### src/fetch_pkg.sv
package fetch_pkg;

    // datapath and instruction width
    localparam int xlen = 32;

    // program store geometry
    localparam int mem_bytes     = 1024;
    localparam int mem_addr_bits = 10;

    // instruction queue entries, power of two
    localparam int queue_depth = 4;

    // rv32 major opcodes, bits [6:0]
    localparam logic [6:0] opc_lui    = 7'b0110111;
    localparam logic [6:0] opc_auipc  = 7'b0010111;
    localparam logic [6:0] opc_jal    = 7'b1101111;
    localparam logic [6:0] opc_jalr   = 7'b1100111;
    localparam logic [6:0] opc_branch = 7'b1100011;
    localparam logic [6:0] opc_load   = 7'b0000011;
    localparam logic [6:0] opc_store  = 7'b0100011;
    localparam logic [6:0] opc_op_imm = 7'b0010011;
    localparam logic [6:0] opc_op     = 7'b0110011;

    // decoded instruction class
    typedef enum logic [3:0] {
        op_alu_reg  = 4'd0,
        op_alu_imm  = 4'd1,
        // register op with funct7 0000001
        op_muldiv   = 4'd2,
        op_load     = 4'd3,
        op_store    = 4'd4,
        op_branch   = 4'd5,
        op_lui      = 4'd6,
        op_auipc    = 4'd7,
        op_jal      = 4'd8,
        op_jalr     = 4'd9,
        op_illegal  = 4'd10
    } op_class_e;

    // architectural register index
    typedef logic [4:0] reg_idx_t;

endpackage

### src/fetch_ifs.sv
// fetch unit to queue, one strobe per instruction
interface inst_push_if;
    import fetch_pkg::*;

    logic            valid;
    logic [xlen-1:0] pc;
    logic [xlen-1:0] inst;
    logic            full;

    modport producer (output valid, output pc, output inst, input full);
    modport buffer (input valid, input pc, input inst, output full);

endinterface


### src/fetch_unit.sv
module fetch_unit (
    input  logic                                clk,
    input  logic                                rst_n,
    input  logic                                run,
    input  logic                                redirect,
    input  logic [fetch_pkg::xlen-1:0]          redirect_pc,
    output logic [fetch_pkg::mem_addr_bits-1:0] mem_pc,
    input  logic [fetch_pkg::xlen-1:0]          mem_inst,
    output logic                                flush,
    inst_push_if.producer                       push
);
    import fetch_pkg::*;

    logic [xlen-1:0]          pc;
    logic [mem_addr_bits-1:0] pc_inc;
    logic                     do_fetch;

    // memory only sees the low pc bits
    assign mem_pc = pc[mem_addr_bits-1:0];

    // next sequential pc, wraps modulo memory size
    assign pc_inc = mem_pc + mem_addr_bits'(4);

    // redirect takes the cycle, full stalls it
    assign do_fetch = run && !redirect && !push.full;

    assign flush = redirect;

    assign push.valid = do_fetch;
    assign push.pc    = pc;
    assign push.inst  = mem_inst;

    always_ff @(posedge clk or negedge rst_n) begin
        if (!rst_n) begin
            pc <= '0;
        end else if (redirect) begin
            pc <= redirect_pc;
        end else if (do_fetch) begin
            pc <= xlen'(pc_inc);
        end
    end

endmodule

### src/flat_wrapper.sv
// flat-port wrapper written by rule: the top's interface ports become plain ports
module fetch_unit_flat import fetch_pkg::*;
  (clk, rst_n, run, redirect, redirect_pc, mem_pc, mem_inst, flush, push_valid, push_pc, push_inst, push_full);
  inst_push_if push_i ();
  input  logic clk;
  input  logic rst_n;
  input  logic run;
  input  logic redirect;
  input  logic [fetch_pkg::xlen-1:0] redirect_pc;
  output logic [fetch_pkg::mem_addr_bits-1:0] mem_pc;
  input  logic [fetch_pkg::xlen-1:0] mem_inst;
  output logic flush;
  output wire logic [$bits(push_i.valid)-1:0] push_valid;
  output wire logic [$bits(push_i.pc)-1:0] push_pc;
  output wire logic [$bits(push_i.inst)-1:0] push_inst;
  input wire logic [$bits(push_i.full)-1:0] push_full;
  assign push_valid = push_i.valid;
  assign push_pc = push_i.pc;
  assign push_inst = push_i.inst;
  assign push_i.full = push_full;
  fetch_unit u_core (.clk(clk), .rst_n(rst_n), .run(run), .redirect(redirect), .redirect_pc(redirect_pc), .mem_pc(mem_pc), .mem_inst(mem_inst), .flush(flush), .push(push_i));
endmodule
### config.mk
export PLATFORM = sky130hd
export DESIGN_NAME = fetch_unit_flat
export DESIGN_NICKNAME = d
export VERILOG_FILES = /design/src/fetch_pkg.sv /design/src/fetch_ifs.sv /design/src/fetch_unit.sv /design/src/flat_wrapper.sv
export SDC_FILE = /design/constraint.sdc
export NUM_CORES = 1
export LEC_CHECK = 0
export BUFFER_PORTS_ARGS = -buffer_cell sky130_fd_sc_hd__buf_2
export CAP_MARGIN = 20
export CELL_PAD_IN_SITES_DETAIL_PLACEMENT = 1
export CELL_PAD_IN_SITES_GLOBAL_PLACEMENT = 2
export CORE_ASPECT_RATIO = 0.75
export CORE_UTILIZATION = 20
export CTS_BUF_LIST = sky130_fd_sc_hd__clkbuf_2 sky130_fd_sc_hd__clkbuf_4 sky130_fd_sc_hd__clkbuf_8
export DETAILED_ROUTE_END_ITERATION = 7
export PLACE_DENSITY_LB_ADDON = 0.05
export SLEW_MARGIN = 20
export SYNTH_ARGS = -nofsm -noshare
export SYNTH_HDL_FRONTEND = slang
export SYNTH_SLANG_ARGS = --single-unit
### constraint.sdc
create_clock -name clk -period 1.7 [get_ports clk]
set_input_delay 0.34 -clock clk [delete_from_list [all_inputs] [get_ports clk]]
set_output_delay 0.34 -clock clk [all_outputs]
set_load 0.01 [all_outputs]
==> summary.md <==
| Metric | Value |
|---|---|
| Root Driver | clkbuf_8 |
| Register area share after synthesis | 49.1% |
| Nets | 259 |
| Wire length of the first global-routing pass | 6980 µm |
| Post-Route WL | 4510 µm |
| Setup_tns | 0 ps |
| WHS | 83.1 ps |
| Multi-input logic area | 474 µm² |
| Final setup vio count | 0 |
| TritonCTS buffer count | 5 |
| Post-cts resize count | 0 |
| MaxCap Viol Count | 0 |
| Status | completed |
| Remaining DRCs | 0 |
| Largest net degree at the start of global routing | 33 |
| Drt wl/cell | 15.3 µm |
| Cell Chain, Critical Path | ha_1, nand4b_1, or4_1, nand3_1 |
| Total GRT Usage | 10.8% |
| Least-Margin Pin Slew | 427 ps |
| Power per cell area | 931 mW/mm² |
| Die H | 80.2 µm |
| TritonCTS Sinks | 32 |
| Rows | 28 |
| CP max stage cell | dfrtp_1 |
| Core footprint | slightly below 0.008 mm² |
| Post-synth net total | roughly 220 |
| Clock share of power | 31.5% |
| Buffers added on ports | 80 |
| Die Wd | between 100 and 150 µm |
| Worst reg2reg path startpoint | u_core.push.pc[2]$_DFFE_PN0P_ |
| Fill cells | 924 |
| Worst R2R Setup Slack | 290 ps |
| Worst Setup SP | u_core.push.pc[2]$_DFFE_PN0P_ |
| Ys flop type | dfrtp_1 |
| Switching share of total power | 28.3% |
| Ranking of synthesized cells by area | dfrtp_1 (49%), buf_4 (20%), a22o_1 (12%) |
| Biggest register | u_core.push.pc |
| Max Fclk | 709 MHz |
| P_leak | 0.966 nW |
| Hold buffers post-CTS | 0 |
| Post-synthesis area per instance | 11.1 µm² |
| Area Overhead vs Synth | 18.0% |
| Worst-case clock buffer depth | 2 |
| IO Pins | 145 |
| DRT Pass-1 Iters | 4 |
| Critical path required time | 1910 ps |
| Leading area contributor after synthesis | dfrtp_1 |
| Max-slew violation count | 0 |
| Vias | 1239 |
| Min cycle time layout | between 1000 and 1500 ps |
| Part of the cycle the worst path needs | 83.0% |
| Vias per cell | 4.21 |
| Post-Syn Area | between 0.0015 and 0.002 mm² |
| Yosys warns | 0 |
| Worst ir drop on vdd | 0.252 mV |
| DR iter-0 viols | 37 |
| Initial antenna violation count | 0 |
| Share of cells above drive strength 1 | roughly 51% |
| Hold Fails Final Rpt | 0 |
| Combinational fraction of design power | a little under a fifth |
| Worst path max stage delay | 430 ps |
| Netlist cell types | 26 |
| P_sw | 0.508 mW |
| Worst Setup End Kind | flip-flop |
| CP Max Fanout | 5 |
| Mapped Cells | ~150 |
| Top-count cell post-synth | buf_4 |
| Worst Path Arrival | 1620 ps |
| Tightest Hold Check Type | input pin to async pin |
| RSZ-0062 raised after global routing | no |
| Clock-pin transition on the worst setup and hold timing paths | 70 ps |
| Number of synthesized flops with an enable pin | 0 |
| Die area | approximately 0.0085 mm² |
| Post-synth ARST share | 100% |
| Vias in the first global route | roughly 1.3k |
| Grt ovf | 0 |
| Clk_skew | 3.64 ps |
| Register Area | roughly 800 µm² |
| Hpwl dp | 3400 µm |
| Final Wtd Congestion | 0.660 |
| Critical setup path kind | flip-flop to flip-flop |
| Flops & latches, synth | 32 |
| Worst-Skew Late Latency | 270 ps |
| Synth top area share | approximately half |
| Post-CTS Setup Repair Bufs | 0 |
| Antenna Nets Post-Route | 0 |
| Internal power | 1.28 mW |
| H-tree Lvls | 2 |
| CP Launch Type | flip-flop |
| Largest regs | u_core.push.pc: 32 flops |
| Number of flip-flops in the largest register | 32 |
| CTS tree | built |
| Max_slew headroom | 71.5% |
| Initial Util | 20.7% |
| # diodes | 0 |
| List of most frequent post-synthesis cells | buf_4 (43), dfrtp_1 (32), a22o_1 (22), nand2_1 (7), or4_1 (5) |
| Reg power frac | around half |
-- power by group through the flow --
stage          sequential (mW)  combinational, mW  clock (mW)
4_1_cts                  0.891              0.349       0.612
3_5_place_dp             0.903              0.349           0
2_1_floorplan            0.928              0.237           0
6_report                 0.889              0.339       0.565
3_3_place_gp             0.900              0.348           0
5_1_grt                  0.902              0.377       0.651
-- worst paths after layout --
check | end | cells past startpoint
max | u_core.push.pc[8]$_DFFE_PN0P_ | 4
min | u_core.push.pc[23]$_DFFE_PN0P_ | 2
max reg2reg | u_core.push.pc[8]$_DFFE_PN0P_ | 4
min reg2reg | u_core.push.pc[16]$_DFFE_PN0P_ | 1
max in group asynchronous | u_core.push.pc[25]$_DFFE_PN0P_ | 2
min in group clk | u_core.push.pc[2]$_DFFE_PN0P_ | 3
-- per-layer routing --
metal	vias to the layer above	wire length [µm]	track usage [%]
met5	-	0	0
met4	0	169	6.94
met3	32	363	3.81
met2	55	2060	16.8
met1	592	1910	12.8
li1	560	-	-
-- through the flow --
stage                     instances  utilization [%]  power [mW]  area [µm²]  setup slack, ps
final                           294             24.4        1.79        1930              290
after detailed placement        287             23.4        1.25        1840              280
after global placement          287             23.4        1.25        1840              336
after global routing            294             24.4        1.93        1930              191
after floorplan                 147                -        1.16        1630              372
after CTS                       294             24.4        1.85        1930              257
-- worst max-delay path, delay by kind of cell, from the launching register on --
family / cells / cell delay (ps)
DFF: 1 / 430
adders and majority gates: 1 / 210
and+or+nand+nor: 3 / 700
-- cells in the final DEF, fill, tap and decap left out, types with 2 or more instances in the layout --
cell type	count
buf_2	80
dfrtp_1	32
a22o_1	22
nand2_1	7
or4_1	5
clkbuf_8	5
nor2_1	4
nand3_1	4
buf_4	4
o211ai_1	3
o21ai_0	3
inv_1	2
o31ai_1	2
a31oi_1	2
mux2_2	2
-- kinds of logic (layout without fill, tap and decap cells) --
logic type | count (synthesis) | after routing | share of synthesized area (%)
buf+inv | 51 | 93 | 21.9
compound gates | 32 | 32 | 15.8
flops | 32 | 32 | 49.1
simple gates | 26 | 26 | 9.43
mux | 3 | 3 | 1.99
xor+xnor | 2 | 2 | 1.07
fa+ha+maj | 1 | 1 | 0.767
-- layout make-up --
type	instances	share of cell area, %
Multi-Input combinational cell	64	24.6
Clock buffer	6	3.96
Sequential cell	32	41.6
Tap cell	105	6.82
Clock inverter	1	0.260
Inverter	2	0.390
Timing Repair Buffer	84	22.4
Power figures use the tool's default switching activity.
