===== config.mk =====
export PLATFORM = sky130hd
export DESIGN_NAME = inst_queue_flat
export DESIGN_NICKNAME = d
export VERILOG_FILES = /design/src/fetch_pkg.sv /design/src/fetch_ifs.sv /design/src/inst_queue.sv /design/src/flat_wrapper.sv
export SDC_FILE = /design/constraint.sdc
export NUM_CORES = 1
export LEC_CHECK = 0
export BUFFER_PORTS_ARGS = -buffer_cell sky130_fd_sc_hd__buf_2
export CAP_MARGIN = 20
export CORE_ASPECT_RATIO = 1.75
export CORE_MARGIN = 4
export CORE_UTILIZATION = 40
export CTS_CLUSTER_DIAMETER = 60
export DETAILED_ROUTE_END_ITERATION = 10
export PLACE_DENSITY = 0.65
export SYNTH_ARGS = -nofsm -noshare
export SYNTH_HDL_FRONTEND = slang
export SYNTH_SLANG_ARGS = --single-unit

===== constraint.sdc =====
create_clock -name clk -period 2.8 [get_ports clk]
set_clock_uncertainty 0.1 [all_clocks]
set_input_delay 0.14 -clock clk [delete_from_list [all_inputs] [get_ports clk]]
set_output_delay 0.14 -clock clk [all_outputs]
set_load 0.02 [all_outputs]

===== src/fetch_pkg.sv =====
package fetch_pkg;

    // datapath and instruction width
    localparam int xlen = 32;

    // program store geometry
    localparam int mem_bytes     = 1024;
    localparam int mem_addr_bits = 10;

    // instruction queue entries, power of two
    localparam int queue_depth = 4;

    // rv32 major opcodes, bits [6:0]
    localparam logic [6:0] opc_lui    = 7'b0110111;
    localparam logic [6:0] opc_auipc  = 7'b0010111;
    localparam logic [6:0] opc_jal    = 7'b1101111;
    localparam logic [6:0] opc_jalr   = 7'b1100111;
    localparam logic [6:0] opc_branch = 7'b1100011;
    localparam logic [6:0] opc_load   = 7'b0000011;
    localparam logic [6:0] opc_store  = 7'b0100011;
    localparam logic [6:0] opc_op_imm = 7'b0010011;
    localparam logic [6:0] opc_op     = 7'b0110011;

    // decoded instruction class
    typedef enum logic [3:0] {
        op_alu_reg  = 4'd0,
        op_alu_imm  = 4'd1,
        // register op with funct7 0000001
        op_muldiv   = 4'd2,
        op_load     = 4'd3,
        op_store    = 4'd4,
        op_branch   = 4'd5,
        op_lui      = 4'd6,
        op_auipc    = 4'd7,
        op_jal      = 4'd8,
        op_jalr     = 4'd9,
        op_illegal  = 4'd10
    } op_class_e;

    // architectural register index
    typedef logic [4:0] reg_idx_t;

endpackage


===== src/fetch_ifs.sv =====
// fetch unit to queue, one strobe per instruction
interface inst_push_if;
    import fetch_pkg::*;

    logic            valid;
    logic [xlen-1:0] pc;
    logic [xlen-1:0] inst;
    logic            full;

    modport producer (output valid, output pc, output inst, input full);
    modport buffer (input valid, input pc, input inst, output full);

endinterface

// queue head to decoder
interface inst_pop_if;
    import fetch_pkg::*;

    logic            pop;
    logic            empty;
    logic [xlen-1:0] pc;
    logic [xlen-1:0] inst;

    modport buffer (input pop, output empty, output pc, output inst);
    modport consumer (output pop, input empty, input pc, input inst);

endinterface


===== src/inst_queue.sv =====
module inst_queue (
    input  logic       clk,
    input  logic       rst_n,
    input  logic       flush,
    inst_push_if.buffer push,
    inst_pop_if.buffer  pop
);
    import fetch_pkg::*;

    // payload storage
    logic [xlen-1:0] pc_mem   [queue_depth];
    logic [xlen-1:0] inst_mem [queue_depth];

    logic [$clog2(queue_depth)-1:0]   wr_ptr;
    logic [$clog2(queue_depth)-1:0]   rd_ptr;
    logic [$clog2(queue_depth+1)-1:0] count;

    logic full;
    logic empty;
    logic do_push;
    logic do_pop;

    assign full  = (count == queue_depth);
    assign empty = (count == '0);

    // a push into a full queue is only taken alongside a pop
    assign do_push = push.valid && (!full || do_pop);
    assign do_pop  = pop.pop && !empty;

    assign push.full = full;
    assign pop.empty = empty;
    assign pop.pc    = pc_mem[rd_ptr];
    assign pop.inst  = inst_mem[rd_ptr];

    always_ff @(posedge clk) begin
        if (do_push) begin
            pc_mem[wr_ptr]   <= push.pc;
            inst_mem[wr_ptr] <= push.inst;
        end
    end

    // pointers wrap naturally, depth is a power of two
    always_ff @(posedge clk or negedge rst_n) begin
        if (!rst_n) begin
            wr_ptr <= '0;
            rd_ptr <= '0;
            count  <= '0;
        end else if (flush) begin
            // flush beats a push in the same cycle
            wr_ptr <= '0;
            rd_ptr <= '0;
            count  <= '0;
        end else begin
            if (do_push) begin
                wr_ptr <= wr_ptr + 1'b1;
            end
            if (do_pop) begin
                rd_ptr <= rd_ptr + 1'b1;
            end
            case ({do_push, do_pop})
                2'b10: count <= count + 1'b1;
                2'b01: count <= count - 1'b1;
                default: count <= count;
            endcase
        end
    end

endmodule


===== src/flat_wrapper.sv =====
// flat-port wrapper written by rule: the top's interface ports become plain ports
module inst_queue_flat import fetch_pkg::*;
  (clk, rst_n, flush, push_valid, push_pc, push_inst, push_full, pop_pop, pop_empty, pop_pc, pop_inst);
  inst_push_if push_i ();
  inst_pop_if pop_i ();
  input  logic clk;
  input  logic rst_n;
  input  logic flush;
  input wire logic [$bits(push_i.valid)-1:0] push_valid;
  input wire logic [$bits(push_i.pc)-1:0] push_pc;
  input wire logic [$bits(push_i.inst)-1:0] push_inst;
  output wire logic [$bits(push_i.full)-1:0] push_full;
  input wire logic [$bits(pop_i.pop)-1:0] pop_pop;
  output wire logic [$bits(pop_i.empty)-1:0] pop_empty;
  output wire logic [$bits(pop_i.pc)-1:0] pop_pc;
  output wire logic [$bits(pop_i.inst)-1:0] pop_inst;
  assign push_i.valid = push_valid;
  assign push_i.pc = push_pc;
  assign push_i.inst = push_inst;
  assign push_full = push_i.full;
  assign pop_i.pop = pop_pop;
  assign pop_empty = pop_i.empty;
  assign pop_pc = pop_i.pc;
  assign pop_inst = pop_i.inst;
  inst_queue u_core (.clk(clk), .rst_n(rst_n), .flush(flush), .push(push_i), .pop(pop_i));
endmodule

==> qor.yml <==
status: "completed"
slew_violations: 0
place_inst: 833
clockBufferDepth: 3
start_util_pct: 40.8
num-nets-final: 695
cp_top_family: "flip-flops"
die_area_sq_um: 27200
period_share_pct: 89.6
ys_seq_area_share_pct: 80.3
p_switching_w: 0.00222
grt_pass1_wl_mm: 30.4
max_freq_mhz: 399
crit_path_max_fanout: 17
final-instance-count-excl-fill: 945
via_per_inst: 5.02
path_buf_inv: 2
cap_violations: 0
setup_viol: 0
required_ps: 2560
synth.area.top_cells: "edfxtp_1 78%, mux4_2 15%, dfrtp_1 1.8%"
switching_share_pct: 24.1
core-area_sq_um: 24000
path_cells: "buf_4 > mux4_2 > buf_2"
grt_max_degree: 37
ys_warn_count: 0
gp_congestion: 0.709
synth_cells: 397
vdd_drop_max_mv: 0.365
worstSetupStartpointType: "flip-flop"
die_h_microns: 215
clock-sinks: 263
synth_top_family_by_area: "multiplexers"
dpl.hpwl_mm: 13.0
clkLatencyLatePin_ps: 510
cts_tree: "done"
area_growth_pct: 26.4
cp-end-kind: "primary output"
seqPwrFrac_pct: 50.5
cts_htree_levels: 1
wl_mm: 19.8
comb_power_share_pct: 15.2
drc_errors: 0
crit_arrival_ps: 2270
synth.area.mux_share_pct: 15.0
wire_per_inst_microns: 21.0
synth_compound_area_share_pct: 0.805
fin_crit_ps: 2510
antenna_found_initial: 1
ys.flop_type: "edfxtp_1"
p_int_w: 0.00700
fin_tns_setup_ps: 0
first_pass_iters: 4
synth_simple_gate_area_share_pct: 1.28
via_count: 4747
num_rows: 75
die_w_microns: 126
synth.top_cell.area_share_pct: 78.5
port_buffers: 134
power.leakage_nw: 4.22
grt-ovfl-total: 0
cts-resized-gates: 0
power.total_w: 0.00921
synth-adder-area-share_pct: 0.715
synth-edff-count: 256
cts-root-buf: "clkbuf_16"
finalHoldViolations: 0
synthXorXnorAreaFrac_pct: 0.358
drt_iter0_markers: 310
hp-class: "input pin to flip-flop"
grt_pass1_vias: 5239
syn_area_per_cell_sq_um: 24.7
grt_usage_pct: 14.6
syn-cell-area_sq_um: 9800
cts_made_buffers: 25
synth-async-reset-ratio_pct: 2.66
ios: 135
ant_nets: 0
powerDensity_nw_per_um2: 744
tightest_slew_ps: 488
drive_above_1_share_pct: 40.1
cp_slowest_cell: "dfrtp_4"
rsz0062_at_grt: "no"
path_class: "flip-flop to primary output"
relSlewSlack_pct: 67.5
max_stage_delay_ps: 660
ys_types: 30
synth_seq_cells: 263
clkTransAtPathRegs_ps: 60
p_clk_share_pct: 34.4
syn-num-nets: 471
yosysTopAreaCell: "edfxtp_1"
-- kinds of logic after synthesis --
| family | Yosys count |
|---|---|
| mux | 67 |
| simple gates | 24 |
| buf+inv | 25 |
| xor+xnor | 4 |
| fa+ha+maj | 5 |
| compound gates | 9 |
| flops | 263 |
-- synthesized netlist by cell type, types with 2 or more instances --
library cell    n
and2_1          5
and3_1          2
buf_2          10
buf_4           2
buf_6           5
dfrtp_1         7
edfxtp_1      256
ha_1            4
inv_1           7
mux2_2          2
mux4_2         64
nand2_1         4
nor2_1          9
o221ai_1        2
xor2_1          3
-- flip-flops by register name, summed over array words and instances (netlist names) --
register and count:
u_core.count 3, u_core.pc_mem 128, u_core.inst_mem 128, u_core.rd_ptr 2, u_core.wr_ptr 2
-- layout make-up --
cell class / instances / area [sq um]
Tap cell: 308 / 385
Sequential cell: 263 / 7870
Clock buffer: 29 / 641
Timing Repair Buffer: 215 / 1540
Inverter: 7 / 26.3
Clock inverter: 13 / 126
Fill cell: 1967 / 11600
Antenna cell: 1 / 2.50
Multi-Input combinational cell: 109 / 1790
-- layout by cell type, fill, tap and decap left out, types with 2 or more instances in the layout --
cell	count
xor2_1	3
dfrtp_1	5
nor2_1	9
buf_2	134
dfrtp_4	2
o221ai_1	2
ha_1	4
mux2_2	2
clkbuf_16	25
edfxtp_1	256
inv_1	7
clkinv_1	5
and3_1	2
buf_12	7
clkbuf_1	4
dlygate4sd3_1	69
bufinv_16	2
nand2_1	4
mux4_2	64
clkinvlp_4	3
buf_4	5
and2_4	4
-- stage by stage --
step / util, % / area [sq um] / worst slack, ps / hold WS, ps
floorplan: - / 9800 / 324 / -256
global placement: 45.5 / 10900 / 694 / -118
detailed placement: 45.5 / 10900 / 565 / -114
CTS: 51.5 / 12400 / 213 / 266
global route: 51.5 / 12400 / 158 / 279
finish: 51.5 / 12400 / 292 / 287
-- power by group through the flow --
stage	sequential, W	combinational [W]	clock, W
2_1_floorplan	0.00467	0.000917	0
3_3_place_gp	0.00472	0.00133	0
3_5_place_dp	0.00473	0.00135	0
4_1_cts	0.00465	0.00144	0.00325
5_1_grt	0.00467	0.00149	0.00343
6_report	0.00465	0.00140	0.00317
-- routing by layer --
metal / vias to the layer above / routed length, microns / global-route usage, %
met5: - / 0 / 0
met4: 0 / 601 / 5.40
met3: 37 / 816 / 1.89
met2: 143 / 11100 / 27.1
met1: 2446 / 7280 / 17.0
li1: 2121 / - / -
-- path summary, 6_finish.rpt --
kind                                       start                    to  slack, ps  depth (start not counted)
worst max-delay path            u_core.rd_ptr[0]          pop_inst[27]        290                          3
worst min-delay path                 push_pc[15]  u_core.pc_mem[1][15]        290                          2
worst max register to register   u_core.count[0]       u_core.count[2]        520                          5
worst min register to register  u_core.wr_ptr[1]      u_core.wr_ptr[1]        490                          2
max in group asynchronous                  rst_n      u_core.rd_ptr[0]       1800                          3
min in group asynchronous                  rst_n      u_core.wr_ptr[1]        500                          3
-- repair_timing --
| item | CTS | global route |
|---|---|---|
| setup endpoints to repair | 0 | 0 |
| setup buffers | 0 | 0 |
| hold buffers | 69 | 0 |
| endpoints found under the hold margin | 270 | 0 |
Note: power is estimated with default switching activity, not from simulation.
