<file path="config.mk">
export PLATFORM = sky130hd
export DESIGN_NAME = inst_decoder_flat
export DESIGN_NICKNAME = d
export VERILOG_FILES = /design/src/fetch_pkg.sv /design/src/fetch_ifs.sv /design/src/inst_decoder.sv /design/src/flat_wrapper.sv
export SDC_FILE = /design/constraint.sdc
export NUM_CORES = 1
export LEC_CHECK = 0
export BUFFER_PORTS_ARGS = -buffer_cell sky130_fd_sc_hd__buf_4
export CAP_MARGIN = 20
export CORE_ASPECT_RATIO = 1.75
export CORE_MARGIN = 2
export CORE_UTILIZATION = 45
export DETAILED_ROUTE_END_ITERATION = 6
export GPL_ROUTABILITY_DRIVEN = 0
export PLACE_DENSITY = 0.86
export SYNTH_ARGS = -nofsm -noshare
export SYNTH_HDL_FRONTEND = slang
export SYNTH_SLANG_ARGS = --single-unit
</file>
<file path="constraint.sdc">
create_clock -name clk -period 11.4 [get_ports clk]
set_input_delay 2.28 -clock clk [delete_from_list [all_inputs] [get_ports clk]]
set_output_delay 2.28 -clock clk [all_outputs]
set_load 0.005 [all_outputs]
</file>
<file path="src/fetch_pkg.sv">
package fetch_pkg;

    // datapath and instruction width
    localparam int xlen = 32;

    // program store geometry
    localparam int mem_bytes     = 1024;
    localparam int mem_addr_bits = 10;

    // instruction queue entries, power of two
    localparam int queue_depth = 4;

    // rv32 major opcodes, bits [6:0]
    localparam logic [6:0] opc_lui    = 7'b0110111;
    localparam logic [6:0] opc_auipc  = 7'b0010111;
    localparam logic [6:0] opc_jal    = 7'b1101111;
    localparam logic [6:0] opc_jalr   = 7'b1100111;
    localparam logic [6:0] opc_branch = 7'b1100011;
    localparam logic [6:0] opc_load   = 7'b0000011;
    localparam logic [6:0] opc_store  = 7'b0100011;
    localparam logic [6:0] opc_op_imm = 7'b0010011;
    localparam logic [6:0] opc_op     = 7'b0110011;

    // decoded instruction class
    typedef enum logic [3:0] {
        op_alu_reg  = 4'd0,
        op_alu_imm  = 4'd1,
        // register op with funct7 0000001
        op_muldiv   = 4'd2,
        op_load     = 4'd3,
        op_store    = 4'd4,
        op_branch   = 4'd5,
        op_lui      = 4'd6,
        op_auipc    = 4'd7,
        op_jal      = 4'd8,
        op_jalr     = 4'd9,
        op_illegal  = 4'd10
    } op_class_e;

    // architectural register index
    typedef logic [4:0] reg_idx_t;

endpackage

</file>
<file path="src/fetch_ifs.sv">


// queue head to decoder
interface inst_pop_if;
    import fetch_pkg::*;

    logic            pop;
    logic            empty;
    logic [xlen-1:0] pc;
    logic [xlen-1:0] inst;

    modport buffer (input pop, output empty, output pc, output inst);
    modport consumer (output pop, input empty, input pc, input inst);

endinterface

</file>
<file path="src/inst_decoder.sv">
module inst_decoder (
    input  logic                        clk,
    input  logic                        rst_n,
    input  logic                        issue,
    input  logic                        redirect,
    inst_pop_if.consumer                pop,
    output logic                        dec_valid,
    output logic [fetch_pkg::xlen-1:0]  dec_pc,
    output fetch_pkg::op_class_e        dec_op,
    output fetch_pkg::reg_idx_t         dec_rd,
    output fetch_pkg::reg_idx_t         dec_rs1,
    output fetch_pkg::reg_idx_t         dec_rs2,
    output logic [fetch_pkg::xlen-1:0]  dec_imm
);
    import fetch_pkg::*;

    logic [xlen-1:0] inst;
    logic [6:0]      opcode;
    logic [6:0]      funct7;
    op_class_e       op_class;
    logic [xlen-1:0] imm;
    logic            take;

    assign inst   = pop.inst;
    assign opcode = inst[6:0];
    assign funct7 = inst[31:25];

    // a redirect in the same cycle discards the issue
    assign take    = issue && !redirect && !pop.empty;
    assign pop.pop = take;

    // class and sign-extended immediate of the head entry
    always_comb begin
        op_class = op_illegal;
        imm      = '0;
        case (opcode)
            opc_op: begin
                op_class = (funct7 == 7'b0000001) ? op_muldiv : op_alu_reg;
            end
            opc_op_imm: begin
                op_class = op_alu_imm;
                imm      = {{20{inst[31]}}, inst[31:20]};
            end
            opc_load: begin
                op_class = op_load;
                imm      = {{20{inst[31]}}, inst[31:20]};
            end
            opc_jalr: begin
                op_class = op_jalr;
                imm      = {{20{inst[31]}}, inst[31:20]};
            end
            opc_store: begin
                op_class = op_store;
                imm      = {{20{inst[31]}}, inst[31:25], inst[11:7]};
            end
            opc_branch: begin
                op_class = op_branch;
                // B format, bit 0 always zero
                imm      = {{19{inst[31]}}, inst[31], inst[7], inst[30:25],
                            inst[11:8], 1'b0};
            end
            opc_lui: begin
                op_class = op_lui;
                imm      = {inst[31:12], 12'b0};
            end
            opc_auipc: begin
                op_class = op_auipc;
                imm      = {inst[31:12], 12'b0};
            end
            opc_jal: begin
                op_class = op_jal;
                imm      = {{11{inst[31]}}, inst[31], inst[19:12], inst[20],
                            inst[30:21], 1'b0};
            end
            default: begin
                op_class = op_illegal;
                imm      = '0;
            end
        endcase
    end

    always_ff @(posedge clk or negedge rst_n) begin
        if (!rst_n) begin
            dec_valid <= 1'b0;
        end else begin
            dec_valid <= take;
        end
    end

    // result fields, meaningful only with dec_valid
    always_ff @(posedge clk) begin
        if (take) begin
            dec_pc  <= pop.pc;
            dec_op  <= op_class;
            dec_rd  <= inst[11:7];
            dec_rs1 <= inst[19:15];
            dec_rs2 <= inst[24:20];
            dec_imm <= imm;
        end
    end

endmodule

</file>
<file path="src/flat_wrapper.sv">
// flat-port wrapper written by rule: the top's interface ports become plain ports
module inst_decoder_flat import fetch_pkg::*;
  (clk, rst_n, issue, redirect, dec_valid, dec_pc, dec_op, dec_rd, dec_rs1, dec_rs2, dec_imm, pop_pop, pop_empty, pop_pc, pop_inst);
  inst_pop_if pop_i ();
  input  logic clk;
  input  logic rst_n;
  input  logic issue;
  input  logic redirect;
  output logic dec_valid;
  output logic [fetch_pkg::xlen-1:0] dec_pc;
  output fetch_pkg::op_class_e dec_op;
  output fetch_pkg::reg_idx_t dec_rd;
  output fetch_pkg::reg_idx_t dec_rs1;
  output fetch_pkg::reg_idx_t dec_rs2;
  output logic [fetch_pkg::xlen-1:0] dec_imm;
  output wire logic [$bits(pop_i.pop)-1:0] pop_pop;
  input wire logic [$bits(pop_i.empty)-1:0] pop_empty;
  input wire logic [$bits(pop_i.pc)-1:0] pop_pc;
  input wire logic [$bits(pop_i.inst)-1:0] pop_inst;
  assign pop_pop = pop_i.pop;
  assign pop_i.empty = pop_empty;
  assign pop_i.pc = pop_pc;
  assign pop_i.inst = pop_inst;
  inst_decoder u_core (.clk(clk), .rst_n(rst_n), .issue(issue), .redirect(redirect), .pop(pop_i), .dec_valid(dec_valid), .dec_pc(dec_pc), .dec_op(dec_op), .dec_rd(dec_rd), .dec_rs1(dec_rs1), .dec_rs2(dec_rs2), .dec_imm(dec_imm));
endmodule
</file>
==> results.sh <==
export IMPL_antenna_found_initial=0
export IMPL_routed_wl_mm=8.618
export IMPL_drtPass1Iterations=5
export IMPL_rsz0062_at_grt="no"
export IMPL_post_cts_buffers=0
export IMPL_seqPwrFrac_pct=49.6
export IMPL_worstSetupStartpoint="redirect"
export IMPL_cellPowerDensity_nw_per_um2=154.6
export IMPL_synth_nets=233
export IMPL_relSlewSlack_pct=43.47
export IMPL_grt_ovfl_total=0
export IMPL_grt_pass1_wl_mm=11.99
export IMPL_status="finished, final reports clean"
export IMPL_wl_per_cell_um=20.92
export IMPL_postSynthCellCount=164
export IMPL_synth_edf_count=83
export IMPL_power_switching_uw=142.9
export IMPL_core_um2=6807
export IMPL_clockBufferDepth=2
export IMPL_syn2layout_area_growth_pct=49.60
export IMPL_io_buffer_count=153
export IMPL_avgSynthCellArea_um2=19.07
export IMPL_total_power_uw=723.3
export IMPL_layout_drive_gt1_share_pct=53.66
export IMPL_end_kind="output port"
export IMPL_ctsResizeCount=0
export IMPL_synth_top_cell_area_share_pct=79.68
export IMPL_endpoint="pop_pop"
export IMPL_tns_ns=0
export IMPL_vias_per_cell=5.403
export IMPL_drc=0
export IMPL_grt_pass1_vias=2133
export IMPL_hpwl_mm=5.842
export IMPL_seq_area_frac_synth_pct=80.48
export IMPL_holdWs_ns=1.720
export IMPL_synth_seq_cells=84
export IMPL_clock_sinks=84
export IMPL_crit_type="input pin to output port"
export IMPL_cp_required_ns=9.12
export IMPL_cp_data_arrival_time_ns=3.31
export IMPL_crit_path_max_fanout=45
export IMPL_synth_cell_area_um2=3128
export IMPL_leakage_uw=0.001861
export IMPL_clock_fmax_mhz=178.8
export IMPL_cts_tree="done"
export IMPL_track_usage_pct=22.09
export IMPL_io_pin_count=154
export IMPL_place_area_um2=4370
export IMPL_vias=2226
export IMPL_ys_warn_count=0
export IMPL_rows=40
export IMPL_worstHoldPathType="input pin to asynchronous set/reset pin"
export IMPL_die_h_um=114.3
export IMPL_timing_final_crit_share_pct=49.05
export IMPL_antenna_cells=0
export IMPL_switching_share_pct=19.76
export IMPL_fin_ws_ns=5.808
export IMPL_final_cell_area_um2=4679
export IMPL_nNetsFinal=392
export IMPL_dieArea_um2=7660
export IMPL_die_x_um=67.03
export IMPL_p_int_uw=580.3
export IMPL_hold_buffers=0
export IMPL_synth_top_cells_by_area="edfxtp_1, a32o_1, a21o_1"
export IMPL_dp_slack_ns=5.814
export IMPL_synth_top_area_cell="edfxtp_1"
export IMPL_ys_flop_type="edfxtp_1"
export IMPL_htreeDepth=3
export IMPL_cts_root_buf="clkbuf_16"
export IMPL_numCtsBuffers=9
export IMPL_start_kind="input pin"
export IMPL_worstMarginPinSlew_ns=0.8448
export IMPL_cts_clk_slew_worst_paths_ns=0.06
export IMPL_slew_violations=0
export IMPL_period_needed_ns=5.592
export IMPL_start_util_pct=45.96
export IMPL_grt_max_degree=46
export IMPL_hold_viol=0
export IMPL_drv_cap=0
export IMPL_postRouteAntennaNets=0
export IMPL_ys_async_sr_fraction_pct=1.190
export IMPL_pwr_share_clk_pct=41.8
export IMPL_setup_viol=0
export IMPL_synth_distinct_cells=34
export IMPL_drt_iter0_markers=202
export IMPL_ir_worst_vdd_v=0.0001029
export IMPL_pwr_share_comb_pct=8.7
## kinds of logic after synthesis
| family | share of synthesized area [%] |
|---|---|
| multiplexers | 0.4799 |
| AO/OA/AOI/OAI | 9.920 |
| AND/OR/NAND/NOR | 7.641 |
| flip-flops | 80.48 |
| buffers and inverters | 1.480 |
## worst max-delay path, stage by stage
cell     delay [ns]
buf_4          0.11
nor3b_2        0.18
buf_4          0.51
buf_4          0.21
## sequential cells by signal, indices dropped and copies added, names as in the netlist
register / flops
u_core.dec_op: 4
u_core.dec_imm: 32
u_core.dec_rd: 5
u_core.dec_rs2: 5
u_core.dec_valid: 1
u_core.dec_pc: 32
u_core.dec_rs1: 5
## stage by stage
stage | cells | util (%)
after floorplan | 164 | -
after global placement | 396 | 64.21
after detailed placement | 396 | 64.21
after CTS | 412 | 68.75
after global routing | 412 | 68.75
final | 412 | 68.75
## cell usage after synthesis (2+ instances only)
master / count
nor3_1: 3
nor2_1: 2
a22o_1: 4
edfxtp_1: 83
inv_1: 2
and2_1: 6
a21o_1: 10
nand2b_1: 4
clkbuf_1: 3
o31ai_1: 2
nand4b_1: 2
nand2_1: 3
nor2b_1: 3
a32o_1: 12
a2111oi_0: 2
nand3_1: 2
buf_2: 4
## worst min-delay path by stage
| stage | startpoint | to | slack, ns | depth (start not counted) |
|---|---|---|---|---|
| 2_1_floorplan | rst_n | u_core.dec_valid | 1.98 | 0 |
| 3_3_place_gp | rst_n | u_core.dec_valid | 2.06 | 1 |
| 3_5_place_dp | rst_n | u_core.dec_valid | 2.06 | 1 |
| 4_1_cts | rst_n | u_core.dec_valid | 1.72 | 1 |
| 5_1_grt | rst_n | u_core.dec_valid | 1.71 | 1 |
| 6_report | rst_n | u_core.dec_valid | 1.72 | 1 |
## power by group through the flow
stage | clock, µW | combinational, µW | sequential (µW)
final | 302 | 62.6 | 359
after CTS | 303 | 62.9 | 359
after global placement | 0 | 59.5 | 364
after global routing | 316 | 66.7 | 360
after detailed placement | 0 | 61.9 | 365
after floorplan | 0 | 13.9 | 368
## cell usage in the layout (no fill, tap or decap), types with 2 or more instances in the layout
cell type / n
a21o_1: 10
clkbuf_16: 9
nor2b_1: 3
nand4b_1: 2
buf_4: 156
and2_1: 6
nor3_1: 3
nand3_1: 2
nand2b_1: 4
inv_1: 2
a22o_1: 4
edfxtp_1: 83
nor2_1: 2
bufinv_16: 2
o31ai_1: 2
a2111oi_0: 2
a32o_1: 12
clkbuf_1: 2
nand2_1: 3
## area by class of cell
class	instances	area, µm²
repair buffers	156	1171
clock buffers	11	232.7
well taps	84	105.1
flip-flops and latches	84	2517
multi-input cells	70	569.3
inverters	2	7.507
fillers	460	2127
clock inverters	5	76.32
## per-layer routing
metal	share of wire, %	global-route usage, %
met5	0	0
met4	3.2	11.43
met3	7.6	4.916
met2	55	38.81
met1	34	24.12
Note: power is estimated with default switching activity, not from simulation.
